[config.mk]
export PLATFORM = sky130hd
export DESIGN_NAME = dcache_wr_route
export DESIGN_NICKNAME = d
export VERILOG_FILES = /design/src/common/dcache_pkg.sv /design/src/dcache/dcache_wr_route.sv
export VERILOG_INCLUDE_DIRS = /design/src /design/src/common
export SDC_FILE = /design/constraint.sdc
export NUM_CORES = 1
export LEC_CHECK = 0
export BUFFER_PORTS_ARGS = -buffer_cell sky130_fd_sc_hd__buf_2
export CORE_AREA = 2 2 284 286
export DETAILED_ROUTE_END_ITERATION = 12
export DIE_AREA = 0 0 286 288
export GPL_ROUTABILITY_DRIVEN = 0
export PLACE_DENSITY_LB_ADDON = 0.2
export SYNTH_ARGS = -nofsm -noshare
export SYNTH_HDL_FRONTEND = slang
export SYNTH_SLANG_ARGS = --single-unit
[constraint.sdc]
create_clock -name vclk -period 1.6
set_clock_uncertainty 0.2 [all_clocks]
set_input_delay 0.08 -clock vclk [all_inputs]
set_output_delay 0.08 -clock vclk [all_outputs]
set_load 0.005 [all_outputs]
[src/common/dcache_defines.svh]
`ifndef DCACHE_DEFINES_SVH
`define DCACHE_DEFINES_SVH

// log2 of cache size in bytes
`define CACHE_SIZE_E 12
`define CBANKS 4
`define CASSOC 2
// 32-bit words per bank row
`define CWIDTH 2

// derived field widths
`define WORD_W ($clog2(`CWIDTH))
`define BANK_W ($clog2(`CBANKS))
`define WAY_W ($clog2(`CASSOC))
`define ROW_W (`CACHE_SIZE_E - 2 - `WAY_W - `BANK_W - `WORD_W)

// word index inside one way
`define IDX_W (`WORD_W + `BANK_W + `ROW_W)

// refill / write-back line address, way above row above bank
`define LINE_W (`WAY_W + `ROW_W + `BANK_W)

`endif

[src/common/dcache_pkg.sv]
`include "dcache_defines.svh"

package dcache_pkg;

    // one bank row holds every way side by side
    typedef logic [`CASSOC-1:0][`CWIDTH-1:0][31:0] bank_row_t;
    typedef logic [`CASSOC-1:0][`CWIDTH-1:0][3:0] bank_mask_t;

    typedef struct packed {
        logic ce_n;
        logic [`WAY_W-1:0] way;
        logic [`IDX_W-1:0] idx;
        logic [31:0] data;
        logic [3:0] wmask;
    } core_wr_t;

    typedef struct packed {
        logic ce_n;
        logic [`IDX_W-1:0] idx;
    } core_rd_t;

    // refill write or write-back read
    typedef struct packed {
        logic ce_n;
        logic [`LINE_W-1:0] line;
        logic [`CWIDTH-1:0][31:0] data;
        logic [`CWIDTH-1:0][3:0] wmask;
    } line_req_t;

    typedef struct packed {
        logic ce_n;
        logic [`ROW_W-1:0] row;
        bank_row_t data;
        bank_mask_t wmask;
    } bank_wr_t;

    typedef struct packed {
        logic ce_n;
        logic [`ROW_W-1:0] row;
    } bank_rd_t;

endpackage

[src/dcache/dcache_wr_route.sv]
`timescale 1ns/1ps
`include "dcache_defines.svh"

module dcache_wr_route (
    input  dcache_pkg::core_wr_t  core_wr,
    input  dcache_pkg::line_req_t line_wr,
    output dcache_pkg::bank_wr_t  bank_wr [`CBANKS],
    output logic                  wbusy
);

    logic [`WORD_W-1:0] core_word;
    logic [`BANK_W-1:0] core_bank;
    logic [`ROW_W-1:0] core_row;
    logic [`WAY_W-1:0] line_way;
    logic [`BANK_W-1:0] line_bank;
    logic [`ROW_W-1:0] line_row;
    dcache_pkg::bank_wr_t core_req;
    dcache_pkg::bank_wr_t line_req;

    // core index packs row above bank above word
    assign core_word = core_wr.idx[`WORD_W-1:0];
    assign core_bank = core_wr.idx[`WORD_W +: `BANK_W];
    assign core_row  = core_wr.idx[`WORD_W+`BANK_W +: `ROW_W];

    assign line_bank = line_wr.line[`BANK_W-1:0];
    assign line_row  = line_wr.line[`BANK_W +: `ROW_W];
    assign line_way  = line_wr.line[`BANK_W+`ROW_W +: `WAY_W];

    // store word copied everywhere, mask picks way and word
    always_comb begin
        core_req = '0;
        core_req.row = core_row;
        core_req.data = {(`CASSOC*`CWIDTH){core_wr.data}};
        core_req.wmask[core_wr.way][core_word] = core_wr.wmask;
    end

    always_comb begin
        line_req = '0;
        line_req.row = line_row;
        line_req.data = {`CASSOC{line_wr.data}};
        line_req.wmask[line_way] = line_wr.wmask;
    end

    always_comb begin
        for (int b = 0; b < `CBANKS; b++) begin
            bank_wr[b] = '0;
            bank_wr[b].ce_n = 1'b1;
        end
        if (!core_wr.ce_n)
            bank_wr[core_bank] = core_req;
        // refill always wins its bank
        if (!line_wr.ce_n)
            bank_wr[line_bank] = line_req;
    end

    assign wbusy = !line_wr.ce_n && !core_wr.ce_n && (core_bank == line_bank);

endmodule

## Word level (Yosys, flattened, before mapping)

Cells that the tools add are included.

| word-level totals | value |
|---|---|
| bits in registers | 0 |
| input port bits | 129 |
| output and inout port bits | 605 |
| logic and storage cells | 39 |

| operators by class | value |
|---|---|
| magnitude comparators | 10 |
| equality and inequality tests | 1 |
| mux-type cells | 13 |
| bitwise gates (word level) | 6 |
| reduce and logical (&&, ||, !) cells | 9 |

Operator list:

| kind | number |
|---|---|
| $mux 604 | 2 |
| $bwmux 604 | 1 |
| $demux 151 s2 | 2 |
| $and 600x600->600 | 1 |
| $mux 151 | 2 |
| $and 16x16->16 | 2 |
| $demux 8 s1 | 2 |
| $mux 8 | 2 |
| $logic_and 1x1->1 | 7 |
| $ge 3x3->1 const B | 2 |
| $lt 1x2->1 const B | 3 |
| $lt 3x1->1 const B | 2 |
| $not 2->3 | 2 |
| $demux 4 s1 | 1 |
| $mux 4 | 1 |
| $not 4->4 | 1 |
| $ge 1x1->1 const B | 3 |
| $eq 2x2->1 | 1 |
| $logic_not 1->1 | 2 |

## Longest topological paths before layout

| logic depth | value |
|---|---|
| depth in word-level cells | 11 |
| gate-level depth with buffers | 8 |
| mapped depth without buffers | 3 |

## Worst setup path before layout

No wires, ideal clock.

| timing path | value |
|---|---|
| path kind | input to output |
| start | in line_wr[81] (netlist bit) |
| end | out bank_wr[231] (netlist bit) |
| arrival | 1445 ps |
| data required time | 1320 ps |
| setup slack | -125 ps |
| stages | 8 |
| path buffers | 5 |
| cell sequence | buf_2 or3b_1 clkbuf_1 and2_1 buf_6 buf_6 a22o_1 buf_4 |

RTL lines:

| element | RTL line | source |
|---|---|---|
| start: declaration | dcache_wr_route.sv:6 | `input dcache_pkg::line_req_t line_wr,` |
| end: declaration | dcache_wr_route.sv:7 | `` output dcache_pkg::bank_wr_t bank_wr [`CBANKS], `` |

==> results.cfg <==
[final_layout]
seq_area_um2 = 0
layoutNonFillerInstCount = 2386
clk_buf_instances = 0
seq_cell_count = 0
finalNetCount = 1456
finalInstanceArea_um2 = 11600
fillCellCount = 9170
layout.core_utilization = 0.146
final_layout_size_suffix_gt1_frac = 0.712
area_growth_pct = 92.3

[outcome]
violations = setup timing
outcome = complete, but fails checks

[placed_design]
estimated_wirelength_of_the_detail_placed_design_um = 42400
placedCellCount = 2333
placement.io_buffers = 734
placed_cell_area_um2 = 9280

[die]
pin_count = 734
die_w_um = 286
rows = 104
die_area_um2 = 82400
chipHeight_um = 288
floorplan.core_area_um2 = 79600
floorplan.initialDensity = 0.0760

[clocking]
number_of_hold_buffers_added_after_cts = 0

[drt]
ant_nets = 0
route.detailed.vias_per_inst = 3.77
route.detailed.drc = 0
avgRoutedWirePerCell_um = 25.5
totalWireLength_um = 60900
detailroute.via_count = 8997
first_pass_iters = 5
drtIter0Drc = 407

[pwr]
power-per-cell-area_nw_per_um2 = 262
total_leakage_power_uw = 0.00638
worst_vdd_drop_v = 0.0000684
post-layout-total-power_uw = 3050

[critical_path]
cp.required_ns = 1.32
worst-path-max-fanout = 6
crit_arrival_ns = 1.47
timing.critical_path.from_type = input pin
timing.setup.critical_path_class = in -> out
setup.worst_path.end_class = output port

[global_route]
groute.layer.met2.usage = 0.218
met1_use_gr = 0.144
number_of_global_route_vias_before_repair = 8506
grtUsageMet3 = 0.0243
grt_first_pass_wirelength_um = 70500
grt_start_max_net_pins = 48
antenna_violations_before_repair = 12
busiest_layer = met2
globalRouteTotalUtil = 0.119
gr_ovfl_total = 0

[timing]
unrepaired_setup_endpoints_after_global_routing = true
setup_viol = 483
final.setup.tns_ns = -32.73
final.period_utilization = 1.09
slew_violations = 0
timing.final.crit_period_ns = 1.75
post-route-worst-setup-slack_ns = -0.148
fmax_ghz = 0.572
final_hold_violations = 0
timing_worst_slew_pin_value_ns = 0.408
timing.slew.headroom = 0.727

[synth]
synth_most_common_cell = a22o_1
netlist-cell-type-count = 23
postSynthNetCount = 969
syn-cell-area_um2 = 6050
synth_seq_area_share = 0
post_synth_most_frequent_cells = a22o_1 (280), buf_4 (256), nand3_1 (64), o21ai_0 (64), clkbuf_1 (53)
synth_top_cell_area_share = 0.405
synth_area_per_cell_um2 = 7.20
post-synth-top-area-cell = a22o_1
yosys-top-cells-area = a22o_1 (41%), buf_4 (32%), nand3_1 (5.3%), o21ai_0 (5.3%), buf_6 (4.8%)
ys.warnings.count = 0
synthCells = 840

[hold_path]
worst_hold_path_type = in -> out

[job]
max-cap-violations = 0
==> cell usage in the layout, fill, tap and decap left out, drive strengths merged <==
cell / synthesis / final
and3: 4 / 4
nand2b: 8 / 8
nand3: 64 / 64
nor2: 4 / 4
nand3b: 1 / 1
nor3: 2 / 2
or3b: 2 / 2
buf: 324 / 848
o21ai: 64 / 64
clkbuf: 53 / 14
nand2: 8 / 8
nor3b: 8 / 8
and3b: 10 / 10
or3: 1 / 1
and2: 4 / 4
xor2: 2 / 2
nor4: 1 / 1
diode: 0 / 1
a22o: 280 / 280
==> final timing paths <==
path         from      endpoint  slack, ns  cells after the start
max   line_wr[73]  bank_wr[580]      -0.15                      7
min   core_wr[46]         wbusy       0.25                      3
==> logic make-up after synthesis <==
logic type | share of synthesized area
buffers and inverters | 0.427
AOI/OAI and AO/OA | 0.458
and+or+nand+nor | 0.112
xor gates and xnor gates | 0.00290
==> area by class of cell <==
class | count | area (µm²) | share of cell area
tap | 1060 | 1330 | 0.114
timing repair buffer | 862 | 6210 | 0.534
multi-input combinational | 463 | 4090 | 0.352
antenna | 1 | 2.50 | 0.000215
==> layer usage <==
layer / routed length (µm) / up-vias
met2: 31000 / 602
met4: 2080 / 6
met1: 23500 / 4426
li1: - / 3876
met5: 42 / -
met3: 4260 / 87
==> timing repair <==
| item | in CTS | in global routing |
|---|---|---|
| resized for setup | 108 | 177 |
| cloned | 9 | 21 |
| setup buffers | 10 | 18 |
| endpoints found under the setup margin | 503 | 538 |
| pin swaps | 14 | 77 |
==> power by group <==
group	switching (µW)	leakage [µW]	total, µW	internal, µW
registers	0	0	0	0
logic	1620	0.00638	3050	1420
clock network	0	0.00000000634	0.0000837	0.0000837
==> through the flow <==
step	hold slack, ns	worst slack [ns]
final	0.252	-0.148
after global placement	0.285	-0.187
after global routing	0.255	-0.175
after floorplan	-0.00467	-0.0973
after detailed placement	0.286	-0.184
after CTS	0.288	-0.136
==> critical path, stage by stage <==
cell	delay, ns
buf_8	0.11
or3_4	0.38
and2_4	0.21
buf_12	0.16
clkbuf_16	0.16
a22o_4	0.23
buf_2	0.13
Note: power is estimated with default switching activity, not from simulation.
