## src/common/dcache_defines.svh

```systemverilog
`ifndef DCACHE_DEFINES_SVH
`define DCACHE_DEFINES_SVH

// log2 of cache size in bytes
`define CACHE_SIZE_E 12
`define CBANKS 4
`define CASSOC 2
// 32-bit words per bank row
`define CWIDTH 2

// derived field widths
`define WORD_W ($clog2(`CWIDTH))
`define BANK_W ($clog2(`CBANKS))
`define WAY_W ($clog2(`CASSOC))
`define ROW_W (`CACHE_SIZE_E - 2 - `WAY_W - `BANK_W - `WORD_W)

// word index inside one way
`define IDX_W (`WORD_W + `BANK_W + `ROW_W)

// refill / write-back line address, way above row above bank
`define LINE_W (`WAY_W + `ROW_W + `BANK_W)

`endif

```

## src/common/dcache_pkg.sv

```systemverilog
`include "dcache_defines.svh"

package dcache_pkg;

    // one bank row holds every way side by side
    typedef logic [`CASSOC-1:0][`CWIDTH-1:0][31:0] bank_row_t;
    typedef logic [`CASSOC-1:0][`CWIDTH-1:0][3:0] bank_mask_t;

    typedef struct packed {
        logic ce_n;
        logic [`WAY_W-1:0] way;
        logic [`IDX_W-1:0] idx;
        logic [31:0] data;
        logic [3:0] wmask;
    } core_wr_t;

    typedef struct packed {
        logic ce_n;
        logic [`IDX_W-1:0] idx;
    } core_rd_t;

    // refill write or write-back read
    typedef struct packed {
        logic ce_n;
        logic [`LINE_W-1:0] line;
        logic [`CWIDTH-1:0][31:0] data;
        logic [`CWIDTH-1:0][3:0] wmask;
    } line_req_t;

    typedef struct packed {
        logic ce_n;
        logic [`ROW_W-1:0] row;
        bank_row_t data;
        bank_mask_t wmask;
    } bank_wr_t;

    typedef struct packed {
        logic ce_n;
        logic [`ROW_W-1:0] row;
    } bank_rd_t;

endpackage

```

## src/dcache/dcache_rd_route.sv

```systemverilog
`timescale 1ns/1ps
`include "dcache_defines.svh"

module dcache_rd_route (
    input  logic                     clk,
    input  logic                     rst_n,

    input  dcache_pkg::core_rd_t     core_rd,
    input  dcache_pkg::line_req_t    line_rd,

    output dcache_pkg::bank_rd_t     bank_rd [`CBANKS],
    input  dcache_pkg::bank_row_t    bank_data [`CBANKS],

    output logic [`CASSOC-1:0][31:0] core_rdata,
    output logic [`CWIDTH-1:0][31:0] line_rdata,
    output logic                     rbusy,
    output logic [`BANK_W-1:0]       rbusy_bank
);

    typedef struct packed {
        logic vld;
        logic [`BANK_W-1:0] bank;
        logic [`WORD_W-1:0] word;
    } core_tag_t;

    typedef struct packed {
        logic vld;
        logic [`WAY_W-1:0] way;
        logic [`BANK_W-1:0] bank;
    } line_tag_t;

    logic [`WORD_W-1:0] core_word;
    logic [`BANK_W-1:0] core_bank;
    logic [`ROW_W-1:0] core_row;
    logic [`WAY_W-1:0] line_way;
    logic [`BANK_W-1:0] line_bank;
    logic [`ROW_W-1:0] line_row;
    logic core_go;
    logic line_go;
    core_tag_t [1:0] core_tag;
    line_tag_t [1:0] line_tag;
    dcache_pkg::bank_row_t core_row_data;

    assign core_word = core_rd.idx[`WORD_W-1:0];
    assign core_bank = core_rd.idx[`WORD_W +: `BANK_W];
    assign core_row  = core_rd.idx[`WORD_W+`BANK_W +: `ROW_W];

    assign line_bank = line_rd.line[`BANK_W-1:0];
    assign line_row  = line_rd.line[`BANK_W +: `ROW_W];
    assign line_way  = line_rd.line[`BANK_W+`ROW_W +: `WAY_W];

    // core read is dropped when write-back takes its bank
    assign line_go = !line_rd.ce_n;
    assign core_go = !core_rd.ce_n && !(line_go && (line_bank == core_bank));

    always_comb begin
        for (int b = 0; b < `CBANKS; b++) begin
            bank_rd[b].ce_n = 1'b1;
            bank_rd[b].row = '0;
        end
        if (core_go) begin
            bank_rd[core_bank].ce_n = 1'b0;
            bank_rd[core_bank].row = core_row;
        end
        if (line_go) begin
            bank_rd[line_bank].ce_n = 1'b0;
            bank_rd[line_bank].row = line_row;
        end
    end

    assign rbusy = line_go;
    assign rbusy_bank = line_go ? line_bank : '0;

    // two stages to match sram read latency
    always_ff @(posedge clk) begin
        if (!rst_n) begin
            core_tag <= '0;
            line_tag <= '0;
        end else begin
            core_tag[1] <= core_tag[0];
            core_tag[0] <= '{vld: core_go, bank: core_bank, word: core_word};
            line_tag[1] <= line_tag[0];
            line_tag[0] <= '{vld: line_go, way: line_way, bank: line_bank};
        end
    end

    // transpose to one word per way
    always_comb begin
        core_row_data = bank_data[core_tag[1].bank];
        for (int a = 0; a < `CASSOC; a++)
            core_rdata[a] = core_tag[1].vld ? core_row_data[a][core_tag[1].word] : '0;
    end

    assign line_rdata = line_tag[1].vld ? bank_data[line_tag[1].bank][line_tag[1].way] : '0;

endmodule

```

## config.mk

```make
export PLATFORM = sky130hd
export DESIGN_NAME = dcache_rd_route
export DESIGN_NICKNAME = d
export VERILOG_FILES = /design/src/common/dcache_pkg.sv /design/src/dcache/dcache_rd_route.sv
export VERILOG_INCLUDE_DIRS = /design/src /design/src/common
export SDC_FILE = /design/constraint.sdc
export NUM_CORES = 1
export LEC_CHECK = 0
export BUFFER_PORTS_ARGS = -buffer_cell sky130_fd_sc_hd__buf_2
export CAP_MARGIN = 5
export CORE_AREA = 2 2 297 299
export DETAILED_ROUTE_END_ITERATION = 7
export DIE_AREA = 0 0 299 301
export SLEW_MARGIN = 20
export SYNTH_ARGS = -nofsm -noshare
export SYNTH_HDL_FRONTEND = slang
export SYNTH_SLANG_ARGS = --single-unit
```

## constraint.sdc

```tcl
create_clock -name clk -period 1.55 [get_ports clk]
set_input_delay 0.2325 -clock clk [delete_from_list [all_inputs] [get_ports clk]]
set_output_delay 0.2325 -clock clk [all_outputs]
set_load 0.05 [all_outputs]
```

# [Yosys cells after proc, flatten, opt, wreduce, memory -nomap -nowiden]
# Index checks and enable logic that the tools add are counted.
[word_totals] input_bits=606 output_inout_bits=159 n_memories=0 ram_bits=0 latchBits=0 romBits=0 regBits=16
[op_classes] addsub=0 n_bitwise=5 eq_ne=1 shift=0 n_reduce_logical=7 n_mux=29 mul=0 n_lt_le_gt_ge=8 div_mod_pow=0
[ops] op="binary-select mux 128 bit (select 2 bit)" count=2
[ops] op="two-way mux 128 bit" count=4
[ops] op="two-way mux 32 bit" count=6
[ops] op="two-way mux 64 bit" count=3
[ops] op="bitwise mux 28 bit" count=3
[ops] op="demux 7 bit (select 2 bit)" count=4
[ops] op="two-way mux 28 bit" count=2
[ops] op="two-way mux 7 bit" count=2
[ops] op=">= comparator 3 bit, second input constant" count=4
[ops] op="two-way mux 6 bit" count=2
[ops] op="inverter 2 -> 3 bit" count=4
[ops] op="less-than comparator 3 x 1 -> 1 bit, second input constant" count=2
[ops] op="logical AND 1 bit" count=4
[ops] op="less-than comparator 1 x 2 -> 1 bit, second input constant" count=2
[ops] op="inverter 4 bit" count=1
[ops] op="zero test 1 bit" count=3
[ops] op="equality test 2 bit" count=1
[ops] op="two-way mux 2 bit" count=1

# [Depth between registers and ports, before layout]
[depth] depth_word=11 depth_mapped=6

# [Worst setup path before layout]
# Ideal clock, no wire load.
[synth_path] kind="register -> output" start="reg line_tag[5] (netlist bit)" end="out line_rdata[10] (netlist bit)" t_required_ns=1.317 t_arrival_ns=2.239 n_path_buf=3 stages_incl_launch_ff=6 setup_slack_ns=-0.921 path_cell_list="dfxtp_1 > buf_6 > buf_12 > nor2_4 > buf_2 > a221oi_1"
[synth_rtl] item="start, declared" line="dcache_rd_route.sv:41" rtl="line_tag_t [1:0] line_tag;"
[synth_rtl] item="end, declared" line="dcache_rd_route.sv:15" rtl="output logic [`CWIDTH-1:0][31:0] line_rdata,"

==> results by group <==
Floorplan
  • Die Height: 301 µm
  • Total die area: 90000 µm²
  • Row count: about 110
  • Core Box Area: just under 90000 µm²
  • IO Count: 765
  • Initial core utilization: a little under an eighth
  • Die width: about 300 µm

Timing
  • Worst hold margin: approximately 0.17 ns
  • Hold Fails Final Rpt: 0
  • Worst relative slew slack: between 50% and 60%
  • Pins Over Slew Limit: 0
  • Final worst slack: -0.629 ns
  • F_max: 0.459 GHz
  • Tcrit/Tclk final: 141%
  • Slew @ Worst Pin: 0.715 ns
  • RSZ-0062 raised after global routing: true
  • Final setup viols: ~140
  • Clock skew: around 0.013 ns
  • Min Clock Period, post-route: around 2.2 ns

Power and ir drop
  • Leakage power: about 8.6 nW
  • Maximum vdd drop: approximately 330 µV
  • Pwr per Cell Area: 323 nW/µm²

Yosys
  • Synth top area share: between 20% and 30%
  • #FFs+latches synth: 16
  • Ranking of synthesized cells by area: mux4_2 (29%), a221oi_2 (15%), mux2_2 (14%)
  • Unique cell type count in the Yosys netlist: 30
  • Post-synthesis sequential area ratio: about 3.2%
  • Syn_area_per_cell: 10.5 µm²
  • Post-synth top area cell: mux4_2
  • Post-Syn Area: just over 10000 µm²
  • Gate Count Post-Synth: 960
  • Syn nets: between 1500 and 2000
  • YS warnings: 0

Hold path
  • Hold path cells: 2
  • Worst Hold Class: primary input to flip-flop

Finish
  • Most frequent cells in the layout: buf_2 (538), buf_4 (179), buf_6 (163)
  • Multi-input logic area: 10700 µm²
  • FF/Latch Area: 350 µm²
  • Design area: approximately 22000 µm²
  • Post-route insts no fill: between 3000 and 4000
  • Final nets: 2474
  • Most common cell after layout, fill and taps aside: buf_2
  • Area grow syn2layout: 116%
  • Fraction of final layout cells sized beyond drive strength 1: about 87%
  • Post-layout util: between 20 and 30%
  • Filler cells: between 9000 and 10000

Worst setup path
  • R2r setup slk: between 0.9 and 1 ns
  • CP Capture Type: primary output
  • Crit path kind: flip-flop to primary output
  • Startpoint Class: flip-flop
  • Critical Path RT: around 1.3 ns
  • CP max FO: 5
  • Worst Path Arrival: ~2.0 ns
  • Register-to-Register Path Depth: 1

Clock tree
  • Clock Root Buffer: clkbuf_16
  • Skew-Pair Late Insertion Delay: around 0.26 ns
  • CTS clk-pin slew, worst paths: 0.06 ns
  • TritonCTS Buffers: 3
  • CTS Sinks: 16
  • TritonCTS clock tree: yes
  • Clock Path Buffers: 2
  • H-tree Lvls: 1
  • Hold Buf Count CTS: 0

Placement
  • Final Wtd Congestion: approximately 0.94
  • Placed cell areas: 18600 µm²
  • Place WS: -0.494 ns
  • Port buffer count: 692
  • Hpwl dp: between 50000 and 60000 µm
  • DP Cell Count: 2931

Global route
  • Largest net degree at the start of global routing: 35
  • First-pass GRT wire length: around 92000 µm
  • Total global routing overflow: 0
  • Vias in the first global route: 13700
  • Gr usage total: 13.8%
  • Initial antenna violation count: 26

Routing
  • Routed vias/inst: approximately 4.3
  • # DRC: 0
  • Met3 wire length: about 4600 µm
  • Top Metal Used: met5
  • DR iter-0 viols: roughly 800
  • Pre-antenna DRT Iters: 5
  • WL met1: 28000 µm
  • DRT Wirelength: ~69000 µm
  • Routed wire per std cell: around 23 µm
  • WL met2: 34700 µm
  • ANT nets after route: 0
  • Vias: ~13000

Outcome
  • Failing checks: negative setup slack
  • Status: complete, but fails checks

Job
  • Max_cap viols: 0
-- metal layers --
layer / global-route usage [%] / vias to the layer above
met5: 0 / -
li1: - / 5743
met1: 17.0 / 6447
met4: 3.90 / 20
met2: 24.2 / 725
met3: 2.71 / 121
-- cells by family (layout without fill, tap and decap cells) --
| family | count (synthesis) | after routing | share of synthesized area (%) |
|---|---|---|---|
| other | 0 | 10 | 0 |
| multiplexers | 384 | 384 | 55.7 |
| AO/OA/AOI/OAI | 281 | 281 | 25.8 |
| buffers and inverters | 244 | 1151 | 12.5 |
| flip-flops | 16 | 16 | 3.18 |
| AND/OR/NAND/NOR | 33 | 33 | 2.61 |
| XOR/XNOR | 2 | 2 | 0.174 |
-- report_power, final --
| part | switching (mW) | leakage [nW] | internal, mW |
|---|---|---|---|
| clock | 0.204 | 0.0442 | 0.394 |
| sequential | 0.0260 | 0.138 | 0.424 |
| combinational | 3.16 | 8.42 | 2.82 |
-- what timing repair did --
action / 4_1_cts / 5_1_grt
cloned: 11 / 13
endpoints found under the setup margin: 154 / 155
pin swaps: 16 / 44
gates resized for setup: 440 / 279
buffers inserted: 36 / 48
-- state kept, by name (all words and copies together), names as in the netlist --
register and count:
core_tag 8, line_tag 8
-- area by class of cell --
class	count	share of cell area, %
Antenna cell	10	0.115
Tap cell	1155	6.65
Multi-Input combinational cell	700	49.2
Timing Repair Buffer	1017	39.7
Sequential cell	16	1.61
Inverter	130	2.29
Clock buffer	4	0.409
-- cells in the mapped netlist, drive strengths merged --
| cell type | n |
|---|---|
| nor2 | 7 |
| inv | 130 |
| mux2i | 128 |
| xnor2 | 2 |
| nor3 | 1 |
| nor3b | 2 |
| and2 | 14 |
| a221oi | 128 |
| and3b | 1 |
| buf | 77 |
| nor4bb | 1 |
| nor4 | 1 |
| a22o | 24 |
| mux2 | 128 |
| nor4b | 2 |
| mux4 | 128 |
| a311oi | 1 |
| o21ai | 128 |
| nor2b | 2 |
| nand2b | 2 |
| clkbuf | 37 |
| dfxtp | 16 |
-- final timing paths --
check | start | to
min reg2reg | core_tag[1] | core_tag[5]
min | line_rd[80] | line_tag[2]
max | line_tag[6] | line_rdata[22]
max reg2reg | line_tag[1] | line_tag[5]
-- per-stage QoR --
step	total power, mW	setup TNS, ns
after floorplan	3.49	-26.74
after global placement	5.56	-43.54
after detailed placement	5.60	-45.38
after CTS	6.67	-71.05
after global routing	7.37	-76.99
final	7.02	-68.93
-- critical path, stage by stage (launching register included) --
cell	delay, ns
dfxtp_4	0.39
buf_12	0.14
clkbuf_16	0.15
buf_6	0.12
buf_6	0.13
mux4_2	0.22
inv_2	0.04
a221oi_4	0.29
buf_6	0.21
Note: power is estimated with default switching activity, not from simulation.
